`src/common/la_pkg.sv`:
```
package la_pkg;

    typedef logic [31:0] word_t;
    typedef logic [4:0]  reg_idx_t;

    // One-hot ALU operation, bit positions below
    typedef logic [11:0] alu_op_t;

    localparam int ALU_ADD  = 0;
    localparam int ALU_SUB  = 1;
    localparam int ALU_SLT  = 2;
    localparam int ALU_SLTU = 3;
    localparam int ALU_AND  = 4;
    localparam int ALU_NOR  = 5;
    localparam int ALU_OR   = 6;
    localparam int ALU_XOR  = 7;
    localparam int ALU_SLL  = 8;
    localparam int ALU_SRL  = 9;
    localparam int ALU_SRA  = 10;
    localparam int ALU_LUI  = 11;

    typedef enum logic [2:0] {
        FETCH,
        DECODE,
        EXECUTE,
        MEMORY,
        WRITEBACK
    } core_state_t;

    // Same instruction word seen as four encodings
    typedef union packed {
        struct packed {
            logic [16:0] opcode;
            reg_idx_t    rk;
            reg_idx_t    rj;
            reg_idx_t    rd;
        } fmt_3r;
        struct packed {
            logic [9:0]  opcode;
            logic [11:0] si12;
            reg_idx_t    rj;
            reg_idx_t    rd;
        } fmt_2ri12;
        struct packed {
            logic [6:0]  opcode;
            logic [19:0] si20;
            reg_idx_t    rd;
        } fmt_1ri20;
        struct packed {
            logic [5:0]  opcode;
            logic [15:0] offs16;
            reg_idx_t    rj;
            reg_idx_t    rd;
        } fmt_2ri16;
    } inst_word_u;

endpackage

```
`src/common/ctrl_if.sv`:
```
`timescale 1ns/10ps

interface ctrl_if;
    la_pkg::alu_op_t  alu_op;
    logic             src1_is_pc;
    logic             src2_is_imm;
    la_pkg::word_t    imm;
    la_pkg::word_t    br_offs;
    logic             is_beq;
    logic             is_bne;
    logic             is_jump;      // b, bl and jirl
    logic             is_jirl;
    logic             mem_we;
    logic             res_from_mem;
    logic             gr_we;
    la_pkg::reg_idx_t dest;
    logic             rkd_sel;      // Second read port takes rd

    modport decoder (
        output alu_op, src1_is_pc, src2_is_imm, imm, br_offs,
        output is_beq, is_bne, is_jump, is_jirl,
        output mem_we, res_from_mem, gr_we, dest, rkd_sel
    );

    modport exec (
        input alu_op, src1_is_pc, src2_is_imm, imm, br_offs,
        input is_beq, is_bne, is_jump, is_jirl
    );

    modport result (
        input gr_we, dest, res_from_mem, mem_we
    );
endinterface

```
`src/execute/alu.sv`:
```
`timescale 1ns/10ps

module alu (
    input  la_pkg::alu_op_t alu_op,
    input  la_pkg::word_t   src1,
    input  la_pkg::word_t   src2,
    output la_pkg::word_t   result
);

    logic          use_sub;
    la_pkg::word_t adder_b;
    la_pkg::word_t sum;
    logic          carry_out;
    logic          slt_bit;
    logic          sltu_bit;
    logic [4:0]    shamt;
    la_pkg::word_t sra_result;

    // Subtract and both compares share one adder
    assign use_sub = alu_op[la_pkg::ALU_SUB] | alu_op[la_pkg::ALU_SLT]
                   | alu_op[la_pkg::ALU_SLTU];
    assign adder_b = use_sub ? ~src2 : src2;
    assign {carry_out, sum} = {1'b0, src1} + {1'b0, adder_b} + {32'd0, use_sub};

    assign slt_bit  = (src1[31] & ~src2[31])
                    | (~(src1[31] ^ src2[31]) & sum[31]);
    assign sltu_bit = ~carry_out;                   // No carry means borrow

    assign shamt = src2[4:0];

    assign sra_result = $signed(src1) >>> shamt;

    assign result =
          ({32{alu_op[la_pkg::ALU_ADD] | alu_op[la_pkg::ALU_SUB]}} & sum)
        | ({32{alu_op[la_pkg::ALU_SLT]}}  & {31'd0, slt_bit})
        | ({32{alu_op[la_pkg::ALU_SLTU]}} & {31'd0, sltu_bit})
        | ({32{alu_op[la_pkg::ALU_AND]}}  & (src1 & src2))
        | ({32{alu_op[la_pkg::ALU_NOR]}}  & ~(src1 | src2))
        | ({32{alu_op[la_pkg::ALU_OR]}}   & (src1 | src2))
        | ({32{alu_op[la_pkg::ALU_XOR]}}  & (src1 ^ src2))
        | ({32{alu_op[la_pkg::ALU_SLL]}}  & (src1 << shamt))
        | ({32{alu_op[la_pkg::ALU_SRL]}}  & (src1 >> shamt))
        | ({32{alu_op[la_pkg::ALU_SRA]}}  & sra_result)
        | ({32{alu_op[la_pkg::ALU_LUI]}}  & src2);   // Upper immediate already shifted

endmodule

```
`src/execute/exec_unit.sv`:
```
`timescale 1ns/10ps

module exec_unit (
    ctrl_if.exec          ctrl,
    input  la_pkg::word_t pc,
    input  la_pkg::word_t rj_value,
    input  la_pkg::word_t rkd_value,
    output la_pkg::word_t alu_result,
    output logic          br_taken,
    output la_pkg::word_t br_target
);

    la_pkg::word_t src1;
    la_pkg::word_t src2;
    logic          rj_eq_rd;

    assign src1 = ctrl.src1_is_pc  ? pc        : rj_value;
    assign src2 = ctrl.src2_is_imm ? ctrl.imm  : rkd_value;

    alu u_alu (
        .alu_op (ctrl.alu_op),
        .src1   (src1),
        .src2   (src2),
        .result (alu_result)
    );

    // Second read port holds rd for beq and bne
    assign rj_eq_rd = rj_value == rkd_value;

    assign br_taken = (ctrl.is_beq & rj_eq_rd)
                    | (ctrl.is_bne & ~rj_eq_rd)
                    | ctrl.is_jump;

    assign br_target = ctrl.is_jirl ? rj_value + ctrl.br_offs   // Register-relative jump
                                    : pc + ctrl.br_offs;

endmodule

```
`src/decode/inst_decoder.sv`:
```
`timescale 1ns/10ps

module inst_decoder (
    input  la_pkg::inst_word_u inst,
    ctrl_if.decoder            ctrl,
    output la_pkg::reg_idx_t   rf_raddr1,
    output la_pkg::reg_idx_t   rf_raddr2,
    output logic               has_mem,
    output logic               is_load,
    output logic               is_branch_only
);

    // Three-register and shift-immediate encodings, op[31:15]
    localparam logic [16:0] OP_ADD  = {6'h00, 4'h0, 2'h1, 5'h00};
    localparam logic [16:0] OP_SUB  = {6'h00, 4'h0, 2'h1, 5'h02};
    localparam logic [16:0] OP_SLT  = {6'h00, 4'h0, 2'h1, 5'h04};
    localparam logic [16:0] OP_SLTU = {6'h00, 4'h0, 2'h1, 5'h05};
    localparam logic [16:0] OP_NOR  = {6'h00, 4'h0, 2'h1, 5'h08};
    localparam logic [16:0] OP_AND  = {6'h00, 4'h0, 2'h1, 5'h09};
    localparam logic [16:0] OP_OR   = {6'h00, 4'h0, 2'h1, 5'h0a};
    localparam logic [16:0] OP_XOR  = {6'h00, 4'h0, 2'h1, 5'h0b};
    localparam logic [16:0] OP_SLLI = {6'h00, 4'h1, 2'h0, 5'h01};
    localparam logic [16:0] OP_SRLI = {6'h00, 4'h1, 2'h0, 5'h09};
    localparam logic [16:0] OP_SRAI = {6'h00, 4'h1, 2'h0, 5'h11};
    localparam logic [9:0]  OP_ADDI = {6'h00, 4'ha};
    localparam logic [9:0]  OP_LDW  = {6'h0a, 4'h2};
    localparam logic [9:0]  OP_STW  = {6'h0a, 4'h6};
    localparam logic [6:0]  OP_LU12I = 7'h0a;
    localparam logic [5:0]  OP_JIRL = 6'h13;
    localparam logic [5:0]  OP_B    = 6'h14;
    localparam logic [5:0]  OP_BL   = 6'h15;
    localparam logic [5:0]  OP_BEQ  = 6'h16;
    localparam logic [5:0]  OP_BNE  = 6'h17;

    logic inst_add, inst_sub, inst_slt, inst_sltu;
    logic inst_nor, inst_and, inst_or, inst_xor;
    logic inst_slli, inst_srli, inst_srai, inst_addi;
    logic inst_ld, inst_st, inst_lu12i;
    logic inst_jirl, inst_b, inst_bl, inst_beq, inst_bne;
    logic src2_is_4;
    logic [11:0] si12;
    logic [15:0] offs16;
    logic [25:0] offs26;

    assign inst_add   = inst.fmt_3r.opcode == OP_ADD;
    assign inst_sub   = inst.fmt_3r.opcode == OP_SUB;
    assign inst_slt   = inst.fmt_3r.opcode == OP_SLT;
    assign inst_sltu  = inst.fmt_3r.opcode == OP_SLTU;
    assign inst_nor   = inst.fmt_3r.opcode == OP_NOR;
    assign inst_and   = inst.fmt_3r.opcode == OP_AND;
    assign inst_or    = inst.fmt_3r.opcode == OP_OR;
    assign inst_xor   = inst.fmt_3r.opcode == OP_XOR;
    assign inst_slli  = inst.fmt_3r.opcode == OP_SLLI;
    assign inst_srli  = inst.fmt_3r.opcode == OP_SRLI;
    assign inst_srai  = inst.fmt_3r.opcode == OP_SRAI;
    assign inst_addi  = inst.fmt_2ri12.opcode == OP_ADDI;
    assign inst_ld    = inst.fmt_2ri12.opcode == OP_LDW;
    assign inst_st    = inst.fmt_2ri12.opcode == OP_STW;
    assign inst_lu12i = inst.fmt_1ri20.opcode == OP_LU12I;
    assign inst_jirl  = inst.fmt_2ri16.opcode == OP_JIRL;
    assign inst_b     = inst.fmt_2ri16.opcode == OP_B;
    assign inst_bl    = inst.fmt_2ri16.opcode == OP_BL;
    assign inst_beq   = inst.fmt_2ri16.opcode == OP_BEQ;
    assign inst_bne   = inst.fmt_2ri16.opcode == OP_BNE;

    assign ctrl.alu_op[la_pkg::ALU_ADD]  = inst_add | inst_addi | inst_ld | inst_st
                                         | inst_jirl | inst_bl;
    assign ctrl.alu_op[la_pkg::ALU_SUB]  = inst_sub;
    assign ctrl.alu_op[la_pkg::ALU_SLT]  = inst_slt;
    assign ctrl.alu_op[la_pkg::ALU_SLTU] = inst_sltu;
    assign ctrl.alu_op[la_pkg::ALU_AND]  = inst_and;
    assign ctrl.alu_op[la_pkg::ALU_NOR]  = inst_nor;
    assign ctrl.alu_op[la_pkg::ALU_OR]   = inst_or;
    assign ctrl.alu_op[la_pkg::ALU_XOR]  = inst_xor;
    assign ctrl.alu_op[la_pkg::ALU_SLL]  = inst_slli;
    assign ctrl.alu_op[la_pkg::ALU_SRL]  = inst_srli;
    assign ctrl.alu_op[la_pkg::ALU_SRA]  = inst_srai;
    assign ctrl.alu_op[la_pkg::ALU_LUI]  = inst_lu12i;

    assign si12   = inst.fmt_2ri12.si12;    // Low five bits double as ui5
    assign offs16 = inst.fmt_2ri16.offs16;
    assign offs26 = {inst.fmt_2ri16.rj, inst.fmt_2ri16.rd, inst.fmt_2ri16.offs16};

    assign src2_is_4 = inst_jirl | inst_bl;     // Link value is pc + 4

    assign ctrl.imm = src2_is_4  ? 32'd4 :
                      inst_lu12i ? {inst.fmt_1ri20.si20, 12'b0} :
                                   {{20{si12[11]}}, si12};

    assign ctrl.br_offs = (inst_b | inst_bl) ? {{4{offs26[25]}}, offs26, 2'b0}
                                             : {{14{offs16[15]}}, offs16, 2'b0};

    assign ctrl.src1_is_pc  = inst_jirl | inst_bl;
    assign ctrl.src2_is_imm = inst_slli | inst_srli | inst_srai | inst_addi | inst_ld
                            | inst_st | inst_lu12i | inst_jirl | inst_bl;

    assign ctrl.is_beq       = inst_beq;
    assign ctrl.is_bne       = inst_bne;
    assign ctrl.is_jump      = inst_b | inst_bl | inst_jirl;
    assign ctrl.is_jirl      = inst_jirl;
    assign ctrl.mem_we       = inst_st;
    assign ctrl.res_from_mem = inst_ld;
    assign ctrl.gr_we        = inst_add | inst_sub | inst_slt | inst_sltu | inst_nor
                             | inst_and | inst_or | inst_xor | inst_slli | inst_srli
                             | inst_srai | inst_addi | inst_ld | inst_lu12i
                             | inst_jirl | inst_bl;
    assign ctrl.dest         = inst_bl ? 5'd1 : inst.fmt_3r.rd;
    assign ctrl.rkd_sel      = inst_beq | inst_bne | inst_st;

    assign rf_raddr1 = inst.fmt_3r.rj;
    assign rf_raddr2 = ctrl.rkd_sel ? inst.fmt_3r.rd : inst.fmt_3r.rk;

    // Instruction class for the sequencer
    assign has_mem        = inst_ld | inst_st;
    assign is_load        = inst_ld;
    assign is_branch_only = inst_b | inst_beq | inst_bne;

endmodule

```
`src/rtl/regfile.sv`:
```
`timescale 1ns/10ps

module regfile (
    input  logic             clk,
    input  la_pkg::reg_idx_t raddr1,
    output la_pkg::word_t    rdata1,
    input  la_pkg::reg_idx_t raddr2,
    output la_pkg::word_t    rdata2,
    input  logic             we,
    input  la_pkg::reg_idx_t waddr,
    input  la_pkg::word_t    wdata
);

    la_pkg::word_t rf [32];

    always_ff @(posedge clk) begin
        if (we && waddr != 5'd0) begin
            rf[waddr] <= wdata;
        end
    end

    // r0 is hardwired to zero
    assign rdata1 = (raddr1 == 5'd0) ? 32'd0 : rf[raddr1];
    assign rdata2 = (raddr2 == 5'd0) ? 32'd0 : rf[raddr2];

endmodule

```
`src/rtl/fetch_control.sv`:
```
`timescale 1ns/10ps

module fetch_control #(
    parameter la_pkg::word_t RESET_PC = 32'h1c00_0000
) (
    input  logic                clk,
    input  logic                reset,
    input  logic                br_taken,
    input  la_pkg::word_t       br_target,
    input  la_pkg::word_t       inst_sram_rdata,
    output la_pkg::core_state_t state,
    output la_pkg::word_t       pc,
    output la_pkg::inst_word_u  inst,
    input  logic                has_mem,
    input  logic                is_load,
    input  logic                is_branch_only
);

    la_pkg::core_state_t next_state;
    la_pkg::inst_word_u  inst_q;

    always_comb begin
        next_state = la_pkg::FETCH;
        case (state)
            la_pkg::FETCH:     next_state = la_pkg::DECODE;
            la_pkg::DECODE:    next_state = is_branch_only ? la_pkg::FETCH : la_pkg::EXECUTE;
            la_pkg::EXECUTE:   next_state = has_mem ? la_pkg::MEMORY : la_pkg::WRITEBACK;
            la_pkg::MEMORY:    next_state = is_load ? la_pkg::WRITEBACK : la_pkg::FETCH;
            la_pkg::WRITEBACK: next_state = la_pkg::FETCH;
            default:           next_state = la_pkg::FETCH;
        endcase
    end

    always_ff @(posedge clk) begin
        if (reset) begin
            state  <= la_pkg::FETCH;
            pc     <= RESET_PC;
            inst_q <= '0;                   // Decodes to no operation
        end else begin
            state <= next_state;
            if (state == la_pkg::DECODE) begin
                pc     <= br_taken ? br_target : pc + 32'd4;
                inst_q <= la_pkg::inst_word_u'(inst_sram_rdata);
            end
        end
    end

    // SRAM data is decoded directly while it is being captured
    assign inst = (state == la_pkg::DECODE) ? la_pkg::inst_word_u'(inst_sram_rdata)
                                            : inst_q;

endmodule

```
`src/rtl/result_unit.sv`:
```
`timescale 1ns/10ps

module result_unit (
    input  logic                clk,
    input  logic                reset,
    input  la_pkg::core_state_t state,
    ctrl_if.result              ctrl,
    input  la_pkg::word_t       alu_result,
    input  la_pkg::word_t       rkd_value,
    input  la_pkg::word_t       pc,
    input  la_pkg::word_t       data_sram_rdata,
    output logic                data_sram_we,
    output la_pkg::word_t       data_sram_addr,
    output la_pkg::word_t       data_sram_wdata,
    output logic                rf_we,
    output la_pkg::reg_idx_t    rf_waddr,
    output la_pkg::word_t       rf_wdata,
    output la_pkg::word_t       debug_wb_pc,
    output logic [3:0]          debug_wb_rf_we,
    output la_pkg::reg_idx_t    debug_wb_rf_wnum,
    output la_pkg::word_t       debug_wb_rf_wdata
);

    la_pkg::word_t result_q;
    la_pkg::word_t inst_pc;

    // Store strobe lasts exactly the MEMORY cycle
    always_ff @(posedge clk) begin
        if (reset) begin
            data_sram_we <= 1'b0;
        end else begin
            data_sram_we <= (state == la_pkg::EXECUTE) && ctrl.mem_we;
        end
    end

    always_ff @(posedge clk) begin
        if (state == la_pkg::FETCH) begin
            inst_pc <= pc;                      // pc of the instruction in flight
        end
        if (state == la_pkg::EXECUTE) begin
            data_sram_addr  <= alu_result;
            data_sram_wdata <= rkd_value;
            result_q        <= alu_result;
        end
    end

    // Load data is valid from the SRAM during WRITEBACK
    assign rf_we    = (state == la_pkg::WRITEBACK) && ctrl.gr_we;
    assign rf_waddr = ctrl.dest;
    assign rf_wdata = ctrl.res_from_mem ? data_sram_rdata : result_q;

    assign debug_wb_pc       = inst_pc;
    assign debug_wb_rf_we    = {4{rf_we}};
    assign debug_wb_rf_wnum  = rf_waddr;
    assign debug_wb_rf_wdata = rf_wdata;

endmodule

```
`src/rtl/la_core_top.sv`:
```
`timescale 1ns/10ps

module la_core_top #(
    parameter la_pkg::word_t RESET_PC = 32'h1c00_0000
) (
    input  logic             clk,
    input  logic             reset,
    output la_pkg::word_t    inst_sram_addr,
    input  la_pkg::word_t    inst_sram_rdata,
    output logic             data_sram_we,
    output la_pkg::word_t    data_sram_addr,
    output la_pkg::word_t    data_sram_wdata,
    input  la_pkg::word_t    data_sram_rdata,
    output la_pkg::word_t    debug_wb_pc,
    output logic [3:0]       debug_wb_rf_we,
    output la_pkg::reg_idx_t debug_wb_rf_wnum,
    output la_pkg::word_t    debug_wb_rf_wdata
);

    la_pkg::core_state_t state;
    la_pkg::word_t       pc;
    la_pkg::word_t       inst_pc;           // pc held for the instruction in flight
    la_pkg::inst_word_u  inst;
    logic                has_mem, is_load, is_branch_only;
    la_pkg::reg_idx_t    rf_raddr1, rf_raddr2, rf_waddr;
    la_pkg::word_t       rj_value, rkd_value, rf_wdata;
    logic                rf_we;
    la_pkg::word_t       alu_result, br_target;
    logic                br_taken;

    ctrl_if u_ctrl ();

    assign inst_sram_addr = pc;
    assign debug_wb_pc    = inst_pc;

    fetch_control #(
        .RESET_PC (RESET_PC)
    ) u_fetch (
        .clk (clk), .reset (reset),
        .br_taken (br_taken), .br_target (br_target),
        .inst_sram_rdata (inst_sram_rdata),
        .state (state), .pc (pc), .inst (inst),
        .has_mem (has_mem), .is_load (is_load), .is_branch_only (is_branch_only)
    );

    inst_decoder u_decoder (
        .inst (inst), .ctrl (u_ctrl.decoder),
        .rf_raddr1 (rf_raddr1), .rf_raddr2 (rf_raddr2),
        .has_mem (has_mem), .is_load (is_load), .is_branch_only (is_branch_only)
    );

    regfile u_regfile (
        .clk (clk),
        .raddr1 (rf_raddr1), .rdata1 (rj_value),
        .raddr2 (rf_raddr2), .rdata2 (rkd_value),
        .we (rf_we), .waddr (rf_waddr), .wdata (rf_wdata)
    );

    exec_unit u_exec (
        .ctrl (u_ctrl.exec), .pc (inst_pc),
        .rj_value (rj_value), .rkd_value (rkd_value),
        .alu_result (alu_result), .br_taken (br_taken), .br_target (br_target)
    );

    result_unit u_result (
        .clk (clk), .reset (reset), .state (state), .ctrl (u_ctrl.result),
        .alu_result (alu_result), .rkd_value (rkd_value), .pc (pc),
        .data_sram_rdata (data_sram_rdata), .data_sram_we (data_sram_we),
        .data_sram_addr (data_sram_addr), .data_sram_wdata (data_sram_wdata),
        .rf_we (rf_we), .rf_waddr (rf_waddr), .rf_wdata (rf_wdata),
        .debug_wb_pc (inst_pc), .debug_wb_rf_we (debug_wb_rf_we),
        .debug_wb_rf_wnum (debug_wb_rf_wnum), .debug_wb_rf_wdata (debug_wb_rf_wdata)
    );

endmodule

```
`config.mk`:
```
export PLATFORM = sky130hd
export DESIGN_NAME = la_core_top
export DESIGN_NICKNAME = d
export VERILOG_FILES = /design/src/common/la_pkg.sv /design/src/common/ctrl_if.sv /design/src/execute/alu.sv /design/src/execute/exec_unit.sv /design/src/decode/inst_decoder.sv /design/src/rtl/regfile.sv /design/src/rtl/fetch_control.sv /design/src/rtl/result_unit.sv /design/src/rtl/la_core_top.sv
export SDC_FILE = /design/constraint.sdc
export NUM_CORES = 2
export LEC_CHECK = 0
export CORE_MARGIN = 2
export CORE_UTILIZATION = 47
export DETAILED_ROUTE_END_ITERATION = 7
export DONT_BUFFER_PORTS = 1
export GPL_TIMING_DRIVEN = 0
export PLACE_DENSITY = 0.71
export SLEW_MARGIN = 20
export SYNTH_ARGS = -nofsm -noshare
export SYNTH_HDL_FRONTEND = slang
export SYNTH_HIERARCHICAL = 1
export SYNTH_SLANG_ARGS = --single-unit
```
`constraint.sdc`:
```
create_clock -name clk -period 8.1 [get_ports clk]
set_clock_uncertainty 0.1 [all_clocks]
set_input_delay 1.62 -clock clk [delete_from_list [all_inputs] [get_ports clk]]
set_output_delay 1.62 -clock clk [all_outputs]
set_load 0.005 [all_outputs]
```
Yosys cells after proc, flatten, opt, wreduce, memory -nomap -nowiden
Memories as Yosys holds them, arrays and structs flattened.
Cells that the tools add are included.
- logic and storage cells: 145
- bits in registers: 164
- bits in writable memories: 1024
- memories kept: 1
- memories (name ; words ; width ; read ports ; clocked after memory_dff ; write ports ; line ; text):
    u_regfile.rf ; 32 ; 32 ; 2 ; 0 ; 1 ; regfile.sv:14 ; la_pkg::word_t rf [32];
- reductions and logical operators: 7
- eq/ne operators: 25
- bitwise operators: 77
- add/sub/neg operators: 5
- multiplexer cells: 20
- shift operators: 3
- operators with widths (cell ; number):
    $mux W32 ; 12
    $or A32 B32 Y32 ; 11
    $and A32 B32 Y32 ; 10
    $eq A17 B6 Y1 const B ; 8
    $add A32 B32 Y32 ; 2
    $and A32 B1 Y32 ; 2
    $not A32 Y32 ; 2
    $eq A17 B8 Y1 const B ; 3
    $or A1 B1 Y1 ; 42
    $add A32 B32 Y33 ; 1
    $add A33 B1 Y33 ; 1
    $add A32 B3 Y32 const B ; 1
    $eq A32 B32 Y1 ; 1
    $shl A32 B5 Y32 ; 1
    $shr A32 B5 Y32 ; 1
    $sshr A32 B5 Y32 ; 1
    $xor A32 B32 Y32 ; 1
    $eq A6 B5 Y1 const B ; 5
    $eq A10 B8 Y1 const B ; 2
    $pmux W3 S4 ; 1
    $eq A10 B4 Y1 const B ; 1
    $logic_not A5 Y1 ; 2
    $mux W5 ; 2
    $eq A7 B4 Y1 const B ; 1
    other kinds (12) ; 23

Depth between registers and ports, before layout
- word-level depth: 29
- mapped depth: 34
- depth with buffers taken out: 24

Hierarchy
Netlist, hierarchy kept.
- modules (own cells, without submodules) (module ; sequential area each (um^2) ; cells each ; times used ; area each (um^2)):
    regfile ; 30749.5 ; 2564 ; 1 ; 47929.7
    alu ; 0.0 ; 1051 ; 1 ; 7818.7
    result_unit ; 2902.8 ; 184 ; 1 ; 3822.4
    fetch_control ; 1341.3 ; 447 ; 1 ; 3300.7
    exec_unit ; 0.0 ; 403 ; 1 ; 3240.6
    inst_decoder ; 0.0 ; 177 ; 1 ; 1213.7

Worst setup path after synthesis
OpenSTA, ideal clock, no wires.
- kind: input-to-reg
- from: input port inst_sram_rdata[31]
- to: register u_result.result_q[22], data pin
- cell stages on the path: 28
- library setup time: 0.265 ns
- slack: 0.169 ns
- buffers on the path: 7
- arrival time: 7.566 ns
- cell sequence: nand2_1 -> nand2_1 -> buf_6 -> or4b_4 -> nor4_4 -> o21ai_4 -> mux2_4 -> buf_4 -> or3_1 -> buf_2 -> buf_1 -> o221ai_1 -> a21oi_1 -> a211oi_1 -> mux2_2 -> clkbuf_1 -> clkbuf_1 -> buf_1 -> xnor2_1 -> ha_1 -> a21oi_2 -> o21ai_0 -> a21oi_1 -> o211ai_1 -> a21o_1 -> a21oi_1 -> o21ai_0 -> or3_1
- RTL lines (element ; line ; text):
    start: declaration ; la_core_top.sv:9 ; input la_pkg::word_t inst_sram_rdata,
    end signal: assignment ; result_unit.sv:43 ; result_q <= alu_result;
    end: declaration ; result_unit.sv:24 ; la_pkg::word_t result_q;

==> metrics.txt <==
status finished with violations; failing checks DRC, setup timing; worst slew pin tran 1.30 ns; Routed WL 291000 um; H-Tree Depth 4; Die Y 382 um; number of global-route vias before repair 49414; slack of the critical path -0.231 ns; clock latency at the later pin of the worst-skew pair 0.82 ns; Crit Path Class flop to flop; first-pass GRT wire length 394000 um; maximum VDD drop 0.278 mV; Rel. slew slack 13.3%; Wirelength per Cell 40.7 um; worst hold path type flop to flop; pwr/cell area 286 nW/um^2; clock buffer count from CTS 131; crit start category flop; CP Capture Type flop; clk sink count 1188; largest net degree at the start of global routing 33; Worst-path clk slew 0.06 ns; mapped cell area 67300 um^2; critical-path maximum fanout 10; Routed Antenna Nets 0; fin crit period 8.33 ns; initial antenna violation count 28; Die X 382 um; number of I/O pins 236; most common cell after layout, fill and taps aside edfxtp_1; GRT Residual Overflow 0; hold buffers post-CTS 0; period utilisation layout 103%; DR iter-0 viols 9051; area delta synth->final 16.3%; die area 146000 um^2; Final Setup Violations 6; vias per inst 7.31; I/O Buffers 0; fill count 11237; # Max-Cap Violations 0; Hold Path Cell Cnt 2; Nets 5342; CTS tree built; DRT Pass-1 Iters 8; worst endpoint required time 8.48 ns; Post-Layout Cell Count 7149; Leakage 26.4 nW; Initial Util 47.4%; vias 52231; Max Clk Rate 0.120 GHz; Overall Global Routing Usage 38.9%; Longest Clk Path Bufs 3; Post-Place Cells 6858; most frequent cells in the layout 1120 x edfxtp_1, 408 x mux2i_1, 338 x mux4_2; Placement Rows 138; final hold vios 0; Syn Inst Count 4825; Final GP Congestion 1.02; Core ar. 142000 um^2; Avg Cell Area, Syn 14.0 um^2; DR DRC count 9; Multi-input gate area 30800 um^2; ratio of cells with drive above 1 in the final layout 27.3%; Max Slew Vio Count 0; dpl hpwl 212000 um; arrival time of the worst setup path 8.71 ns; CTS root buf clkbuf_16; reg2reg path depth 22; Setup Total Neg Slack -0.522 ns; Ys Warns 6; flip-flop and latch area 35000 um^2
[area by class of cell]
class,instances,area share (%)
diodes,11,0.0352
plain buffers,447,3.79
clock buffers,161,4.39
clock inverters,75,1.27
inverters,99,0.475
multi-input cells,3116,39.3
flip-flops and latches,1188,44.7
well taps,1890,3.02
repair buffers,162,2.97
[metal layers]
layer / wire length [um] / track usage [%] / up-vias
li1: - / - / 20008
met1: 96900 / 46.7 / 25940
met2: 122000 / 55.7 / 4981
met3: 46800 / 17.7 / 1274
met4: 24400 / 26.3 / 28
met5: 432 / 0.761 / -
[final timing paths]
path                     startpoint                     to  slack [ns]
setup / recovery   u_fetch/state[0]  u_result/result_q[27]       -0.23
setup reg to reg   u_fetch/state[0]  u_result/result_q[27]       -0.23
hold reg to reg   u_fetch/inst_q[3]      u_fetch/inst_q[3]        0.36
hold / removal    u_fetch/inst_q[3]      u_fetch/inst_q[3]        0.36
[report_power, final]
part	total (W)	switching [W]	internal, W
registers	0.00692	0.0000990	0.00682
logic	0.00933	0.00618	0.00316
clock network	0.00616	0.00265	0.00350
[stage by stage]
step                util [%]  power, W  hold slack, ns  worst slack, ns  instance area, um^2
finish                  55.1    0.0224           0.364           -0.231                78300
global route            55.1    0.0227           0.378          -0.0308                78200
CTS                     54.8    0.0218           0.364           0.0222                77700
detailed placement      50.9    0.0153           0.357            -3.27                72300
global placement        49.2    0.0151           0.351            -3.85                69800
floorplan                  -    0.0119           0.344            0.176                67400
[state kept, by name (all words and copies together) (netlist names)]
register,cells
u_regfile/rf,1024
u_fetch/inst_q,32
u_result/data_sram_we,1
u_result/result_q,32
u_fetch/pc,32
u_result/data_sram_wdata,32
u_result/debug_wb_pc,32
u_fetch/state,3
[repair_timing]
item                                    in CTS  in global routing
gates resized for setup                    221                 92
gates cloned                                 0                  1
endpoints found under the setup margin      64                 62
pin swaps                                   31                 22
buffers inserted                            30                 20
[worst max-delay path, cell delays in order (launching register included)]
cell       delay, ns
dfxtp_4         0.37
inv_1           0.09
nor3_4          0.27
buf_8           0.16
clkbuf_1        0.31
nand2_1         0.19
nand2_1         0.44
buf_4           0.20
buf_4           0.23
buf_2           0.41
buf_2           0.60
mux4_2          0.40
o21ai_0         0.61
a311oi_2        0.43
mux2_2          0.56
mux2i_1         0.40
mux2i_2         0.30
nand2_1         0.17
o21a_1          0.28
nand2b_1        0.24
nand4_1         0.26
a2111oi_0       0.76
nand3_1         0.23
Power figures use the tool's default switching activity.
